[src/hdl/fll_config.svh]
// Channel count and bus widths of the FLL bank
// Trim level range and the level used after reset or hold
`ifndef FLL_CONFIG_SVH
`define FLL_CONFIG_SVH

`define FLL_CHANNELS    4   // Loop controllers in the bank
`define FLL_DIV_W       5   // Divide ratio per channel

// Clock cycles per reference period, saturates at all ones
`define FLL_CNT_W       8

`define FLL_TRIM_W      26  // Thermometer trim bits, also the top trim level
`define FLL_LEVEL_W     5   // Holds a level from 0 up to 26

// Mid-range start point, half the trim bits on
`define FLL_LEVEL_INIT  13

`endif

[src/hdl/fll_pkg.sv]
// Per-channel control struct (sampler to channel)
// Per-channel status struct (channel to encoder)
// Adjust decision and measurement state enums
`default_nettype none

`include "fll_config.svh"

package fll_pkg;

    // Registered control seen by one loop controller
    typedef struct packed {
        logic                  hold;      // Disabled or in DCO mode, level
        logic                  osc_edge;  // Reference rising edge, one cycle
        logic [`FLL_DIV_W-1:0] div;       // Target count per reference period
    } chan_ctl_t;

    // Loop controller result handed to the trim encoder
    typedef struct packed {
        logic [`FLL_LEVEL_W-1:0] level;   // Trim level 0..26
        logic                    locked;  // Last decision was a hold
        logic                    update;  // Level valid for reload
    } chan_stat_t;

    // Step taken on each tracked reference edge
    typedef enum logic [1:0] {
        ADJ_HOLD,
        ADJ_UP,                           // Count above div twice in a row
        ADJ_DOWN                          // Count below div twice in a row
    } adj_t;

    // Two edges are needed before the first full period is known
    typedef enum logic [1:0] {
        ST_WAIT_FIRST,
        ST_WAIT_SECOND,
        ST_TRACK
    } meas_state_t;

endpackage

`default_nettype wire

[src/hdl/osc_sampler.sv]
// Reference input synchronizer and rising edge detector
// Builds the registered control struct of every channel
`timescale 1ns/100ps
`default_nettype none

`include "fll_config.svh"

module osc_sampler
    import fll_pkg::*;
(
    input  wire logic                                   clock,
    input  wire logic                                   rst,
    input  wire logic [`FLL_CHANNELS-1:0]               enable,
    input  wire logic [`FLL_CHANNELS-1:0]               dco,
    input  wire logic [`FLL_CHANNELS-1:0]               osc,
    input  wire logic [`FLL_CHANNELS-1:0][`FLL_DIV_W-1:0] div,
    output chan_ctl_t [`FLL_CHANNELS-1:0]               ctl
);

    logic [`FLL_CHANNELS-1:0] osc_s1;   // First sync stage
    logic [`FLL_CHANNELS-1:0] osc_s2;   // Second sync stage, safe to use
    logic [`FLL_CHANNELS-1:0] osc_s3;   // Previous synced value

    // Synchronizer chain and edge pulse
    // A high sampled at edge k shows up as osc_edge after edge k+2
    always_ff @(posedge clock) begin
        if (rst) begin
            osc_s1 <= '0;
            osc_s2 <= '0;
            osc_s3 <= '0;
            for (int i = 0; i < `FLL_CHANNELS; i++) begin
                ctl[i].hold     <= 1'b0;
                ctl[i].osc_edge <= 1'b0;
            end
        end else begin
            osc_s1 <= osc;
            osc_s2 <= osc_s1;
            osc_s3 <= osc_s2;
            for (int i = 0; i < `FLL_CHANNELS; i++) begin
                ctl[i].osc_edge <= osc_s2[i] & ~osc_s3[i];  // Rising edge only
                ctl[i].hold     <= ~enable[i] | dco[i];     // Same role as the internal reset
            end
        end

        // Divide ratio rides along with the edge so a channel sees one consistent struct
        for (int i = 0; i < `FLL_CHANNELS; i++) begin
            ctl[i].div <= div[i];
        end
    end

endmodule

`default_nettype wire

[src/hdl/fll_channel.sv]
// One frequency-locked loop controller
// Counts clocks per reference period and steers the trim level
`timescale 1ns/100ps
`default_nettype none

`include "fll_config.svh"

module fll_channel
    import fll_pkg::*;
(
    input  wire logic       clock,
    input  wire logic       rst,
    input  wire chan_ctl_t  ctl,
    output chan_stat_t      stat
);

    localparam logic [`FLL_LEVEL_W-1:0] LEVEL_INIT = `FLL_LEVEL_INIT;
    localparam logic [`FLL_LEVEL_W-1:0] LEVEL_MAX  = `FLL_TRIM_W;    // All trim bits on
    localparam logic [`FLL_CNT_W-1:0]   CNT_ONE    = 1;
    localparam logic [`FLL_CNT_W-1:0]   CNT_MAX    = '1;

    meas_state_t             state;
    adj_t                    adj;        // Decision for the current edge
    logic [`FLL_CNT_W-1:0]   cnt;        // Clocks since last reference edge
    logic [`FLL_CNT_W-1:0]   prev;       // Count of the period before
    logic [`FLL_CNT_W-1:0]   div_ext;    // Divide ratio at counter width
    logic [`FLL_LEVEL_W-1:0] level;
    logic                    locked_q;
    logic                    update_q;

    assign div_ext = {{(`FLL_CNT_W - `FLL_DIV_W){1'b0}}, ctl.div};

    // Two periods on the same side of div are needed to move the level,
    // so a single jittery period does not cause a step
    always_comb begin
        if (cnt > div_ext && prev > div_ext) begin
            adj = ADJ_UP;                // Oscillator too fast
        end else if (cnt < div_ext && prev < div_ext) begin
            adj = ADJ_DOWN;              // Oscillator too slow
        end else begin
            adj = ADJ_HOLD;
        end
    end

    always_ff @(posedge clock) begin
        if (rst || ctl.hold) begin
            state    <= ST_WAIT_FIRST;
            level    <= LEVEL_INIT;
            locked_q <= 1'b0;
            update_q <= 1'b0;
            cnt      <= '0;
        end else begin
            update_q <= ctl.osc_edge;    // Pulse after every evaluated edge

            // The edge cycle is the first clock of the new period
            if (ctl.osc_edge) begin
                cnt <= CNT_ONE;
            end else if (cnt != CNT_MAX) begin
                cnt <= cnt + CNT_ONE;    // Saturate on a very slow reference
            end

            if (ctl.osc_edge) begin
                case (state)
                    ST_WAIT_FIRST:  state <= ST_WAIT_SECOND;  // Count so far is partial
                    ST_WAIT_SECOND: state <= ST_TRACK;        // First full period into prev
                    ST_TRACK: begin
                        locked_q <= (adj == ADJ_HOLD);
                        if (adj == ADJ_UP && level != LEVEL_MAX) begin
                            level <= level + 1'b1;
                        end
                        if (adj == ADJ_DOWN && level != '0) begin
                            level <= level - 1'b1;
                        end
                    end
                    default: state <= ST_WAIT_FIRST;
                endcase
            end
        end
    end

    // Last full period, kept once the second edge has been seen
    always_ff @(posedge clock) begin
        if (ctl.osc_edge && state != ST_WAIT_FIRST) begin
            prev <= cnt;
        end
    end

    // While held the parked level goes out at once, and update asks the
    // encoder to reload it every cycle
    always_comb begin
        stat.level  = ctl.hold ? LEVEL_INIT : level;
        stat.locked = locked_q & ~ctl.hold;
        stat.update = update_q | ctl.hold;
    end

endmodule

`default_nettype wire

[src/hdl/trim_encoder.sv]
// Thermometer encoder for the trim levels of all channels
// DCO override with the external trim word, registered lock flags
`timescale 1ns/100ps
`default_nettype none

`include "fll_config.svh"

module trim_encoder
    import fll_pkg::*;
(
    input  wire logic                                      clock,
    input  wire logic                                      rst,
    input  wire chan_stat_t [`FLL_CHANNELS-1:0]            stat,
    input  wire logic [`FLL_CHANNELS-1:0]                  dco,
    input  wire logic [`FLL_CHANNELS-1:0][`FLL_TRIM_W-1:0] ext_trim,
    output logic [`FLL_CHANNELS-1:0][`FLL_TRIM_W-1:0]      trim,
    output logic [`FLL_CHANNELS-1:0]                       locked
);

    localparam logic [`FLL_LEVEL_W-1:0] LEVEL_INIT = `FLL_LEVEL_INIT;

    logic [`FLL_CHANNELS-1:0]                   dco_q;   // Lines up with the sampler delay
    logic [`FLL_CHANNELS-1:0][`FLL_LEVEL_W-1:0] lvl_q;   // Level last applied

    // Lowest lvl bits set, the rest clear
    function automatic logic [`FLL_TRIM_W-1:0] therm(input logic [`FLL_LEVEL_W-1:0] lvl);
        logic [`FLL_TRIM_W-1:0] w;
        for (int b = 0; b < `FLL_TRIM_W; b++) begin
            w[b] = (b < lvl);
        end
        return w;
    endfunction

    always_ff @(posedge clock) begin
        if (rst) begin
            dco_q  <= '0;
            locked <= '0;
            for (int i = 0; i < `FLL_CHANNELS; i++) begin
                lvl_q[i] <= LEVEL_INIT;
                trim[i]  <= therm(LEVEL_INIT);   // Mid-range until the loop moves
            end
        end else begin
            dco_q <= dco;
            for (int i = 0; i < `FLL_CHANNELS; i++) begin
                if (stat[i].update) begin
                    lvl_q[i] <= stat[i].level;
                end
                // New level goes out in the same cycle it is accepted
                if (dco_q[i]) begin
                    trim[i] <= ext_trim[i];      // Ring runs open loop
                end else begin
                    trim[i] <= therm(stat[i].update ? stat[i].level : lvl_q[i]);
                end
                locked[i] <= stat[i].locked & ~dco_q[i];  // No lock in DCO mode
            end
        end
    end

endmodule

`default_nettype wire

[src/hdl/fll_bank.sv]
// Top level of the FLL controller bank
// Sampler, one loop controller per channel, trim encoder
`timescale 1ns/100ps
`default_nettype none

`include "fll_config.svh"

module fll_bank
    import fll_pkg::*;
(
    input  wire logic                                      clock,
    input  wire logic                                      rst,
    input  wire logic [`FLL_CHANNELS-1:0]                  enable,
    input  wire logic [`FLL_CHANNELS-1:0]                  dco,
    input  wire logic [`FLL_CHANNELS-1:0]                  osc,
    input  wire logic [`FLL_CHANNELS-1:0][`FLL_DIV_W-1:0]  div,
    input  wire logic [`FLL_CHANNELS-1:0][`FLL_TRIM_W-1:0] ext_trim,
    output logic [`FLL_CHANNELS-1:0][`FLL_TRIM_W-1:0]      trim,
    output logic [`FLL_CHANNELS-1:0]                       locked
);

    chan_ctl_t  [`FLL_CHANNELS-1:0] ctl;    // Sampler to channels
    chan_stat_t [`FLL_CHANNELS-1:0] stat;   // Channels to encoder

    osc_sampler u_sampler (
        .clock  (clock),
        .rst    (rst),
        .enable (enable),
        .dco    (dco),
        .osc    (osc),
        .div    (div),
        .ctl    (ctl)
    );

    // Channels share nothing but the clock and reset
    for (genvar i = 0; i < `FLL_CHANNELS; i++) begin : g_chan
        fll_channel u_chan (
            .clock (clock),
            .rst   (rst),
            .ctl   (ctl[i]),
            .stat  (stat[i])
        );
    end

    trim_encoder u_encoder (
        .clock    (clock),
        .rst      (rst),
        .stat     (stat),
        .dco      (dco),
        .ext_trim (ext_trim),
        .trim     (trim),
        .locked   (locked)
    );

endmodule

`default_nettype wire

[config.mk]
export PLATFORM = sky130hd
export DESIGN_NAME = fll_bank
export DESIGN_NICKNAME = d
export VERILOG_FILES = /design/src/hdl/fll_pkg.sv /design/src/hdl/osc_sampler.sv /design/src/hdl/fll_channel.sv /design/src/hdl/trim_encoder.sv /design/src/hdl/fll_bank.sv
export VERILOG_INCLUDE_DIRS = /design/src /design/src/hdl
export SDC_FILE = /design/constraint.sdc
export NUM_CORES = 1
export LEC_CHECK = 0
export BUFFER_PORTS_ARGS = -buffer_cell sky130_fd_sc_hd__buf_2
export CORE_MARGIN = 2
export CORE_UTILIZATION = 25
export CTS_CLUSTER_DIAMETER = 120
export DETAILED_ROUTE_END_ITERATION = 10
export SLEW_MARGIN = 5
export SYNTH_ARGS = -nofsm -noshare
export SYNTH_HDL_FRONTEND = slang
export SYNTH_SLANG_ARGS = --single-unit
[constraint.sdc]
create_clock -name clock -period 3.35 [get_ports clock]
set_input_delay 0 -clock clock [delete_from_list [all_inputs] [get_ports clock]]
set_output_delay 0 -clock clock [all_outputs]
set_load 0.005 [all_outputs]
== Word level (Yosys, flattened, before mapping) ==
Index checks and enable logic that the tools add are counted.

* Mux-type cells: 40
* Add/subtract/negate cells: 12
* Reduce and logical (&&, ||, !) cells: 64
* Eq/ne operators: 24
* Bitwise operators: 40
* Magnitude comparators: 120

{| class="wikitable"
|+ Operators by type and width
! operator !! number
|-
| 5-bit < comparator, first input constant || 40
|-
| 4-bit by 5-bit < comparator with 1-bit output, first input constant || 32
|-
| 26-bit 2-to-1 mux || 4
|-
| 3-bit by 5-bit < comparator with 1-bit output, first input constant || 16
|-
| 5-bit 2-to-1 mux || 16
|-
| 8-bit by 5-bit greater-than comparator with 1-bit output || 8
|-
| 8-bit by 5-bit < comparator with 1-bit output || 8
|-
| 1-bit by 5-bit < comparator with 1-bit output, first input constant || 8
|-
| 2-bit by 5-bit < comparator with 1-bit output, first input constant || 8
|-
| 8-bit by 1-bit adder with 8-bit output, second input constant || 4
|-
| 8-bit != test, second input constant || 4
|-
| 2-bit one-hot mux with 3 select lines || 4
|-
| 2-bit nonzero test || 12
|-
| 5-bit by 1-bit adder with 5-bit output, second input constant || 4
|-
| 1-bit logical AND || 20
|-
| 5-bit != test, second input constant || 4
|-
| 1-bit NOT || 20
|-
| 5-bit nonzero test || 4
|-
| 5-bit by 1-bit subtractor with 5-bit output, second input constant || 4
|-
| 2-bit by 1-bit equality test with 1-bit output, second input constant || 8
|-
| 2-bit equality test, second input constant || 8
|-
| 2-bit logical NOT || 8
|-
| 2-bit 2-to-1 mux || 8
|-
| 2-bit AND reduction || 8
|-
| other kinds (6) || 40
|}

* Output and inout port bits: 108
* Word-level logic and storage cells: 353
* Bits in registers: 272

== Depth between registers and ports, before layout ==
Gate-level depths: netlist (run 1).

* Depth in word-level cells: 8
* Mapped depth: 14
* Mapped depth without buffers: 13

== Hierarchy ==
Synthesis (run 1) repeated with hierarchy kept, for this count alone.

* Cells, all modules: 1320
* Area, all modules: 12234.2 um2

{| class="wikitable"
|+ Modules (own cells, without submodules)
! module !! seq. area each (um2) !! times used !! area each (um2) !! cells an instance
|-
| trim_encoder || 2642.5 || 1 || 5439.0 || 643
|-
| fll_channel at g_chan[1].u_chan ... || 580.6 || 2 || 1482.7 || 153
|-
| fll_channel at g_chan[0].u_chan ... || 580.6 || 2 || 1433.9 || 153
|-
| osc_sampler || 800.8 || 1 || 962.2 || 65
|}

== Least setup slack after synthesis (run 1) ==
OpenSTA, ideal clock, no wires.

* Path kind: register to register
* Start: register g_chan[0].u_chan.prev[7]
* End: register g_chan[0].u_chan.level[4]
* Buffers on the path: 0
* Arrival: 2927 ps
* Clock period less this slack: 3063 ps
* Required time: 3214 ps
* Stages on the path, launching flop included: 12
* Library setup time: 136 ps
* Slack: 287 ps
* Cell sequence: edfxtp_1 or3_1 a211o_1 nor4_4 o31ai_2 xnor2_1 ha_1 or3_1 a21oi_1 nor2_1 o311ai_2 o41ai_2

* Cells in the longest elaborated chain, start to end: 8
* Elaborated cells on any way between the ends: 13
* Classes of those cells: order compare (2); eq/ne (2); mux (3); reduce/logical (6)

{| class="wikitable"
|+ Ends and longest elaborated chain
! what !! line !! text
|-
| start: declaration || fll_channel.sv:25 || <nowiki>logic [`FLL_CNT_W-1:0] prev;</nowiki>
|-
| start signal: assignment || fll_channel.sv:84 || <nowiki>prev <= cnt;</nowiki>
|-
| 8-bit by 5-bit < comparator with 1-bit output || fll_channel.sv:38 || <nowiki>end else if (cnt < div_ext && prev < div_ext) begin</nowiki>
|-
| 1-bit logical AND || fll_channel.sv:38 ||
|-
| 2-bit 2-to-1 mux || fll_channel.sv:38 ||
|-
| 2-bit 2-to-1 mux (*) || fll_channel.sv:36 || <nowiki>if (cnt > div_ext && prev > div_ext) begin</nowiki>
|-
| 2-bit equality test or 2-bit by 1-bit equality test with 1-bit output (tied branches) || fll_channel.sv:71, fll_channel.sv:68 ||
|-
| 1-bit logical AND, on equally long branches || fll_channel.sv:71, fll_channel.sv:68 ||
|-
| 2-bit nonzero test (no source line) || n/a ||
|-
| 3-bit AND reduction (no source line) || n/a ||
|-
| end signal: assignment || fll_channel.sv:69 || <nowiki>level <= level + 1'b1;</nowiki>
|-
| end signal: assignment || fll_channel.sv:72 || <nowiki>level <= level - 1'b1;</nowiki>
|-
| end: declaration || fll_channel.sv:27 || <nowiki>logic [`FLL_LEVEL_W-1:0] level;</nowiki>
|}

Mark *: on every way between the ends. The rest lies on a longest branch, timed or not.
A chain may end at the register's enable or synchronous reset.

== Worst setup path after layout (run 1) ==
* Start: register g_chan[2].u_chan.cnt[1]
* End: register g_chan[2].u_chan.level[4]

* Cells in the longest elaborated chain, start to end: 8
* Elaborated cells on any way between the ends: 13
* Classes of those cells: order compare (2); eq/ne (2); mux (3); reduce/logical (6)

{| class="wikitable"
|+ Ends and longest elaborated chain
! what !! line !! text
|-
| start: declaration || fll_channel.sv:24 || <nowiki>logic [`FLL_CNT_W-1:0] cnt;</nowiki>
|-
| start signal: assignment || fll_channel.sv:59 || <nowiki>cnt <= cnt + CNT_ONE;</nowiki>
|-
| 8-bit by 5-bit < comparator with 1-bit output || fll_channel.sv:38 ||
|-
| 1-bit logical AND || fll_channel.sv:38 ||
|-
| 2-bit 2-to-1 mux || fll_channel.sv:38 ||
|-
| 2-bit 2-to-1 mux (*) || fll_channel.sv:36 ||
|-
| 2-bit equality test or 2-bit by 1-bit equality test with 1-bit output (tied branches) || fll_channel.sv:71, fll_channel.sv:68 ||
|-
| 1-bit logical AND, on equally long branches || fll_channel.sv:71, fll_channel.sv:68 ||
|-
| 2-bit nonzero test (no source line) || n/a ||
|-
| 3-bit AND reduction (no source line) || n/a ||
|-
| end signal: assignment || fll_channel.sv:69 ||
|-
| end signal: assignment || fll_channel.sv:72 ||
|-
| end: declaration || fll_channel.sv:27 ||
|}

Marks and branches as above.

==> results of run 1 <==
[metal layers]
| layer | wire length, um | GRT usage [%] |
|---|---|---|
| met4 | 808 | 4.407 |
| met3 | 1996 | 3.299 |
| met1 | 14900 | 16.71 |
| met5 | 0 | 0 |
| met2 | 16010 | 22.83 |
[cells in the final DEF, fill, tap and decap left out, drive strengths merged, types with 9 or more instances in the layout]
cell type	synthesis	layout
or3	15	15
or2	28	28
o22ai	12	12
ha	52	52
and3	25	25
o21ai	40	40
o211ai	14	14
nand2	74	74
buf	0	262
nand2b	31	31
nand3	23	23
nor2	184	184
nor4	11	11
clkbuf	64	50
mux2i	40	40
dfxtp	240	240
edfxtp	32	32
nand4	9	9
dlygate4sd3	0	139
xor2	20	20
nor2b	40	40
inv	42	44
a21oi	91	91
o21bai	19	19
xnor2	11	11
nor3	33	33
a211oi	34	34
[cell usage after synthesis, drive strengths merged, types with 3 or more instances]
cell,count
o211ai,14
mux2i,40
nand3,23
nand4,9
nor3,33
nor2,184
nand2,74
nor2b,40
or3,15
nor4,11
xor2,20
o21bai,19
a22oi,8
clkbuf,64
dfxtp,240
a21o,4
or2,28
and2,8
o21ai,40
nand4b,3
inv,42
o311ai,3
nor3b,6
a31oi,7
xnor2,11
o22ai,12
o221ai,4
a21oi,91
o21a,4
and4,5
a211o,7
nand2b,31
a211oi,34
and3,25
a311oi,3
edfxtp,32
ha,52
[power groups by stage]
stage                     Clock [W]  Combinational [W]  Sequential (W)
final                       0.00391           0.000543         0.00341
after global routing        0.00419           0.000604         0.00342
after CTS                   0.00406           0.000544         0.00341
after detailed placement          0           0.000414         0.00348
after global placement            0           0.000408         0.00348
after floorplan                   0           0.000229         0.00347
[layout make-up]
type | instances | share of cell area (%)
timing repair buffer | 401 | 17.04
multi-input combinational | 887 | 34.13
inverter | 43 | 1.027
clock inverter | 14 | 1.012
sequential | 272 | 35.59
tap | 607 | 4.688
clock buffer | 50 | 6.518
[flip-flops by register name, summed over array words and instances (netlist names)]
name                    count
u_sampler.osc_s2            4
u_encoder.dco_q             4
u_encoder.locked            4
g_chan.u_chan.locked_q      4
u_sampler.osc_s3            4
u_sampler.ctl              28
g_chan.u_chan.cnt          32
g_chan.u_chan.update_q      4
u_encoder.lvl_q            20
g_chan.u_chan.prev         32
u_sampler.osc_s1            4
u_encoder.trim            104
g_chan.u_chan.state         8
g_chan.u_chan.level        20
[worst max path at each step]
stage | end | start
final | g_chan[2].u_chan.level[4] | g_chan[2].u_chan.cnt[1]
after global routing | g_chan[2].u_chan.level[4] | g_chan[2].u_chan.cnt[1]
after CTS | g_chan[0].u_chan.level[4] | g_chan[0].u_chan.prev[7]
after detailed placement | g_chan[0].u_chan.level[4] | g_chan[0].u_chan.prev[7]
after global placement | g_chan[0].u_chan.level[4] | g_chan[0].u_chan.prev[7]
after floorplan | g_chan[0].u_chan.level[4] | g_chan[0].u_chan.prev[7]
[per-stage QoR]
stage / setup slack (ns) / total power [W] / hold slack (ns) / cells / instance area, um^2
after floorplan: 0.2871 / 0.003694 / 0.02772 / 1266 / 11680
after global placement: 0.2651 / 0.003891 / 0.1017 / 2071 / 13580
after detailed placement: 0.2025 / 0.003899 / 0.1041 / 2071 / 13580
after CTS: 0.1851 / 0.008023 / 0.002932 / 2274 / 16190
after global routing: 0.01271 / 0.008212 / 0.04505 / 2274 / 16200
final: 0.2234 / 0.007865 / 0.009345 / 2274 / 16200
[cells by family after synthesis]
| family | Yosys count | share of synthesized area [%] |
|---|---|---|
| XOR/XNOR | 31 | 2.324 |
| buffers and inverters | 107 | 3.480 |
| multiplexers | 42 | 3.620 |
| AO/OA/AOI/OAI | 265 | 14.73 |
| flip-flops | 272 | 49.35 |
| adder cells (fa/ha/maj) | 52 | 5.569 |
| AND/OR/NAND/NOR | 497 | 20.94 |
[timing repair]
action	CTS	global route
endpoints found under the setup margin	0	2
hold buffers	139	0
hold endpoints to repair	135	0
resized for setup	0	2
==> qor.yml, run 1 <==
status: "finished clean"
fp.dieArea_mm2: 0.04848
rsz0062_at_grt: "no"
reg2reg_to: "g_chan[2].u_chan.level[4]"
cp_slowest_cell: "or3_4"
critPathRequiredTime_ns: 3.81
min_period_ns: 3.127
nFillCells: 4668
syn_to_final_growth_pct: 38.67
htreeDepth: 2
grt_max_degree: 65
synthDistinctLibCells: 62
ff_latch_area_mm2: 0.005766
synthFlopType: "dfxtp_1"
io_pins: 246
hp-class: "in -> reg"
synth_area_leaders: "dfxtp_1, edfxtp_1, nor2_1, ha_1, a21oi_1"
antenna_cells: 0
final_nets: 1831
multi_input_area_mm2: 0.005530
cp_top_family: "simple AND/OR/NAND/NOR gates"
hpwl_mm: 23.73
finalSetupTns_ns: 0
critPathBufInv: 0
crit_top_cell: "ha_1"
synth.avg_cell_area_um2: 9.229
r2r_setup_slack_ns: 0.22
cts_setup_buffers: 0
layout-drive-gt1-share_pct: 21.54
cts_made_buffers: 36
cts_root_buffer: "clkbuf_16"
switching_share_pct: 22.47
antenna_found_initial: 1
drtPass1Iterations: 5
timing.rr.start: "g_chan[2].u_chan.cnt[1]"
syn_area_mm2: 0.01168
yosysSeqAreaShare_pct: 49.35
coreArea_mm2: 0.04636
netlist.area_leader.share_pct: 41.12
grt_pass1_vias: 10399
synth.ff_latch_count: 272
slowest_delay_ns: 0.49
p_leak_nw: 6.803
initial_core_util_pct: 25.20
peakVddDrop_mv: 0.3391
setup_viol: 0
vias_per_cell: 4.622
hold_start: "rst"
grt-ovfl-total: 0
ant_nets: 0
start_kind: "register"
post-route-drc-count: 0
gp_congestion: 0.8494
cap_viol_max_count: 0
first_iter_violations: 675
end_kind: "register"
cp_cell_sequence: "ha_1 -> nor2b_1 -> o21ai_0 -> nand4b_1 -> or3_4 -> xnor2_1 -> ha_1 -> a31oi_1 -> o32a_1 -> or3_1 -> a21oi_1"
synth_edf_count: 32
port_buffers: 245
p_int_w: 0.006098
avgRoutedWirePerCell_um: 14.82
crit_type: "reg -> reg"
crit_path_max_fanout: 6
clkSlewWorstSetupHoldPaths_ns: 0.06
arrival_ns: 3.58
clock_power_share_pct: 49.7
yosys_warnings: 0
netlist_instances: 1266
synth_largest_area_cell: "dfxtp_1"
vias: 10511
slew_headroom_pct: 45.42
numClockSinks: 272
fmax_mhz: 319.8
syn_nets: 1456
grtUsageTotal_pct: 13.46
finalCritPeriodShare_pct: 93.33
finalMaxSlewViolations: 0
synthArstFlopShare_pct: 0
reg2reg_depth: 11
switchingPower_w: 0.001767
grt_pass1_wl_mm: 52.46
worst_pin_slew_ns: 0.8138
clock_latency_ns: 0.52
cts_tree: "done"
path_depth: 11
wl_mm: 33.71
powerDensity_mw_per_mm2: 485.4
utilization_pct: 34.95
holdPathEnd: "u_sampler.osc_s1[3]"
hold_viol: 0
skew_ns: 0.01036
fp-row-count: 79
p_seq_share_pct: 43.4
combPwrFrac_pct: 6.9
die_x_um: 220.2
whs_path_depth: 2
clockBufferDepth: 3
die_y_um: 220.2
Power figures use the tool's default switching activity.
==> run 2, diff against run 1 <==
CORE_ASPECT_RATIO = 0.5   (was not set)
==> run 2 against run 1 <==
Global-route usage is 0.33 points lower. Clock power is 23% lower. Final cell count is 0.57% higher. Cell area is 1.9% lower. Setup slack better by 0.025 ns. Fmax is 0.79% higher. Critical path depth stayed put. Wire length is 1.3% lower. Via count is 1.2% lower. Worst hold slack better by 0.024 ns. Sequential power hardly changed. Critical endpoint unchanged.
==> qor.yml, run 2 (synthesized netlist as in run 1, its figures left out) <==
status: "finished clean"
switching_share_pct: 23.43
min_period_ns: 3.102
grt_pass1_wl_mm: 51.85
start_kind: "register"
rsz0062_at_grt: "no"
largest_reg_flops: 104
critPathRequiredTime_ns: 3.85
p_int_w: 0.005340
avgRoutedWirePerCell_um: 14.54
cts_root_buffer: "clkbuf_16"
p_seq_share_pct: 48.8
switchingPower_w: 0.001634
hold_viol: 0
peakVddDrop_mv: 0.3458
syn_to_final_growth_pct: 35.99
finalMaxSlewViolations: 0
io_pins: 246
clock_latency_ns: 0.57
wl_mm: 33.26
ant_nets: 0
fin_cells: 2287
dpl.cell_count: 2095
clock_power_share_pct: 43.2
crit_type: "reg -> reg"
p_leak_nw: 6.656
combPwrFrac_pct: 8.0
fp.dieArea_mm2: 0.04859
htreeDepth: 1
hpwl_mm: 23.30
final_cell_mix: "buf_2, dfxtp_1, nor2_1"
vias_per_cell: 4.539
final_common_cell: "buf_2"
skew_ns: 0.02123
layout-drive-gt1-share_pct: 20.81
post-route-drc-count: 0
finalSetupTns_ns: 0
cts_tree: "done"
grt_max_degree: 92
numClockSinks: 272
fmax_mhz: 322.4
hp-class: "in -> reg"
port_buffers: 245
cap_viol_max_count: 0
coreArea_mm2: 0.04563
slew_headroom_pct: 37.65
first_iter_violations: 641
grt_pass1_vias: 10021
biggestRegsByFlops: "u_encoder.trim x104, g_chan.u_chan.cnt x32, g_chan.u_chan.prev x32"
regMostFlops: "u_encoder.trim"
vias: 10380
grtUsageTotal_pct: 13.13
cts_made_buffers: 27
end_kind: "register"
fp-row-count: 55
clkSlewWorstSetupHoldPaths_ns: 0.06
setup_viol: 0
die_x_um: 309.7
clockBufferDepth: 3
gp_congestion: 0.8925
cts_setup_buffers: 0
initial_core_util_pct: 25.61
worst_pin_slew_ns: 0.9353
finalCritPeriodShare_pct: 92.60
die_y_um: 156.9
antenna_found_initial: 0
grt-ovfl-total: 0
arrival_ns: 3.60
crit_path_max_fanout: 6
powerDensity_mw_per_mm2: 438.9
drtPass1Iterations: 5
final_nets: 1827
## run 2: changes by cell type in the layout (fill, tap and decap cells not counted), sizes merged, moves of 2 or more
cell	change
buf	+4
clkinv	+7
diode	+2
clkbuf	-17
clkinvlp	-2
## run 2: per-layer routing
layer	wire [um]	up-vias	GRT usage, %
met5	0	-	0
met2	16730	243	23.01
met4	1548	0	6.211
met3	1246	99	2.113
li1	-	5191	-
met1	13730	4847	15.77
## run 2: worst max-delay path, cell delays in order (launching register included)
cell and delay, ns:
dfxtp_1 0.42, ha_1 0.28, and3_1 0.22, o21ai_0 0.12, nand4b_1 0.23, or3_4 0.48, xnor2_1 0.15, ha_1 0.25
a31oi_1 0.10, o32a_1 0.35, or3_1 0.31, a21oi_1 0.12
## run 2: repair_timing
| item | 4_1_cts | 5_1_grt |
|---|---|---|
| gates resized for setup | 0 | 1 |
| hold buffers | 140 | 0 |
| hold endpoints to repair | 136 | 0 |
| endpoints found under the setup margin | 0 | 1 |
## run 2: path summary, 6_finish.rpt
path / start / to / slack (ns) / depth (start not counted)
min reg2reg: u_sampler.osc_s3[1] / u_sampler.ctl[12] / 0.38 / 1
max reg2reg: g_chan[2].u_chan.cnt[3] / g_chan[2].u_chan.level[4] / 0.25 / 11
max: g_chan[2].u_chan.cnt[3] / g_chan[2].u_chan.level[4] / 0.25 / 11
min: rst / u_encoder.dco_q[2] / 0.03 / 2
## run 2: power by group through the flow
stage          clock network [W]  logic (W)  registers (W)
4_1_cts                  0.00309   0.000551        0.00341
3_5_place_dp                   0   0.000415        0.00348
3_3_place_gp                   0   0.000412        0.00348
2_1_floorplan                  0   0.000229        0.00347
5_1_grt                  0.00321   0.000611        0.00341
6_report                 0.00301   0.000554        0.00341
## run 2: cell type report
type	count	area, um^2
inverter	43	166.4
sequential	272	5766
clock inverter	17	145.1
timing repair buffer	406	2788
multi-input combinational	887	5517
antenna	2	5.005
fill	4626	29740
tap	627	784.5
clock buffer	33	718.2
## run 2: stage by stage
step / hold slack [ns] / setup WS, ns / instance area, um^2 / utilization (%) / total power, W
2_1_floorplan: 0.02772 / 0.2871 / 11680 / - / 0.003694
3_3_place_gp: 0.1025 / 0.3026 / 13610 / 29.84 / 0.003890
3_5_place_dp: 0.1036 / 0.2560 / 13610 / 29.84 / 0.003894
4_1_cts: 0.03587 / 0.2207 / 15880 / 34.80 / 0.007044
5_1_grt: 0.06049 / 0.04490 / 15880 / 34.81 / 0.007230
6_report: 0.03292 / 0.2479 / 15890 / 34.83 / 0.006973
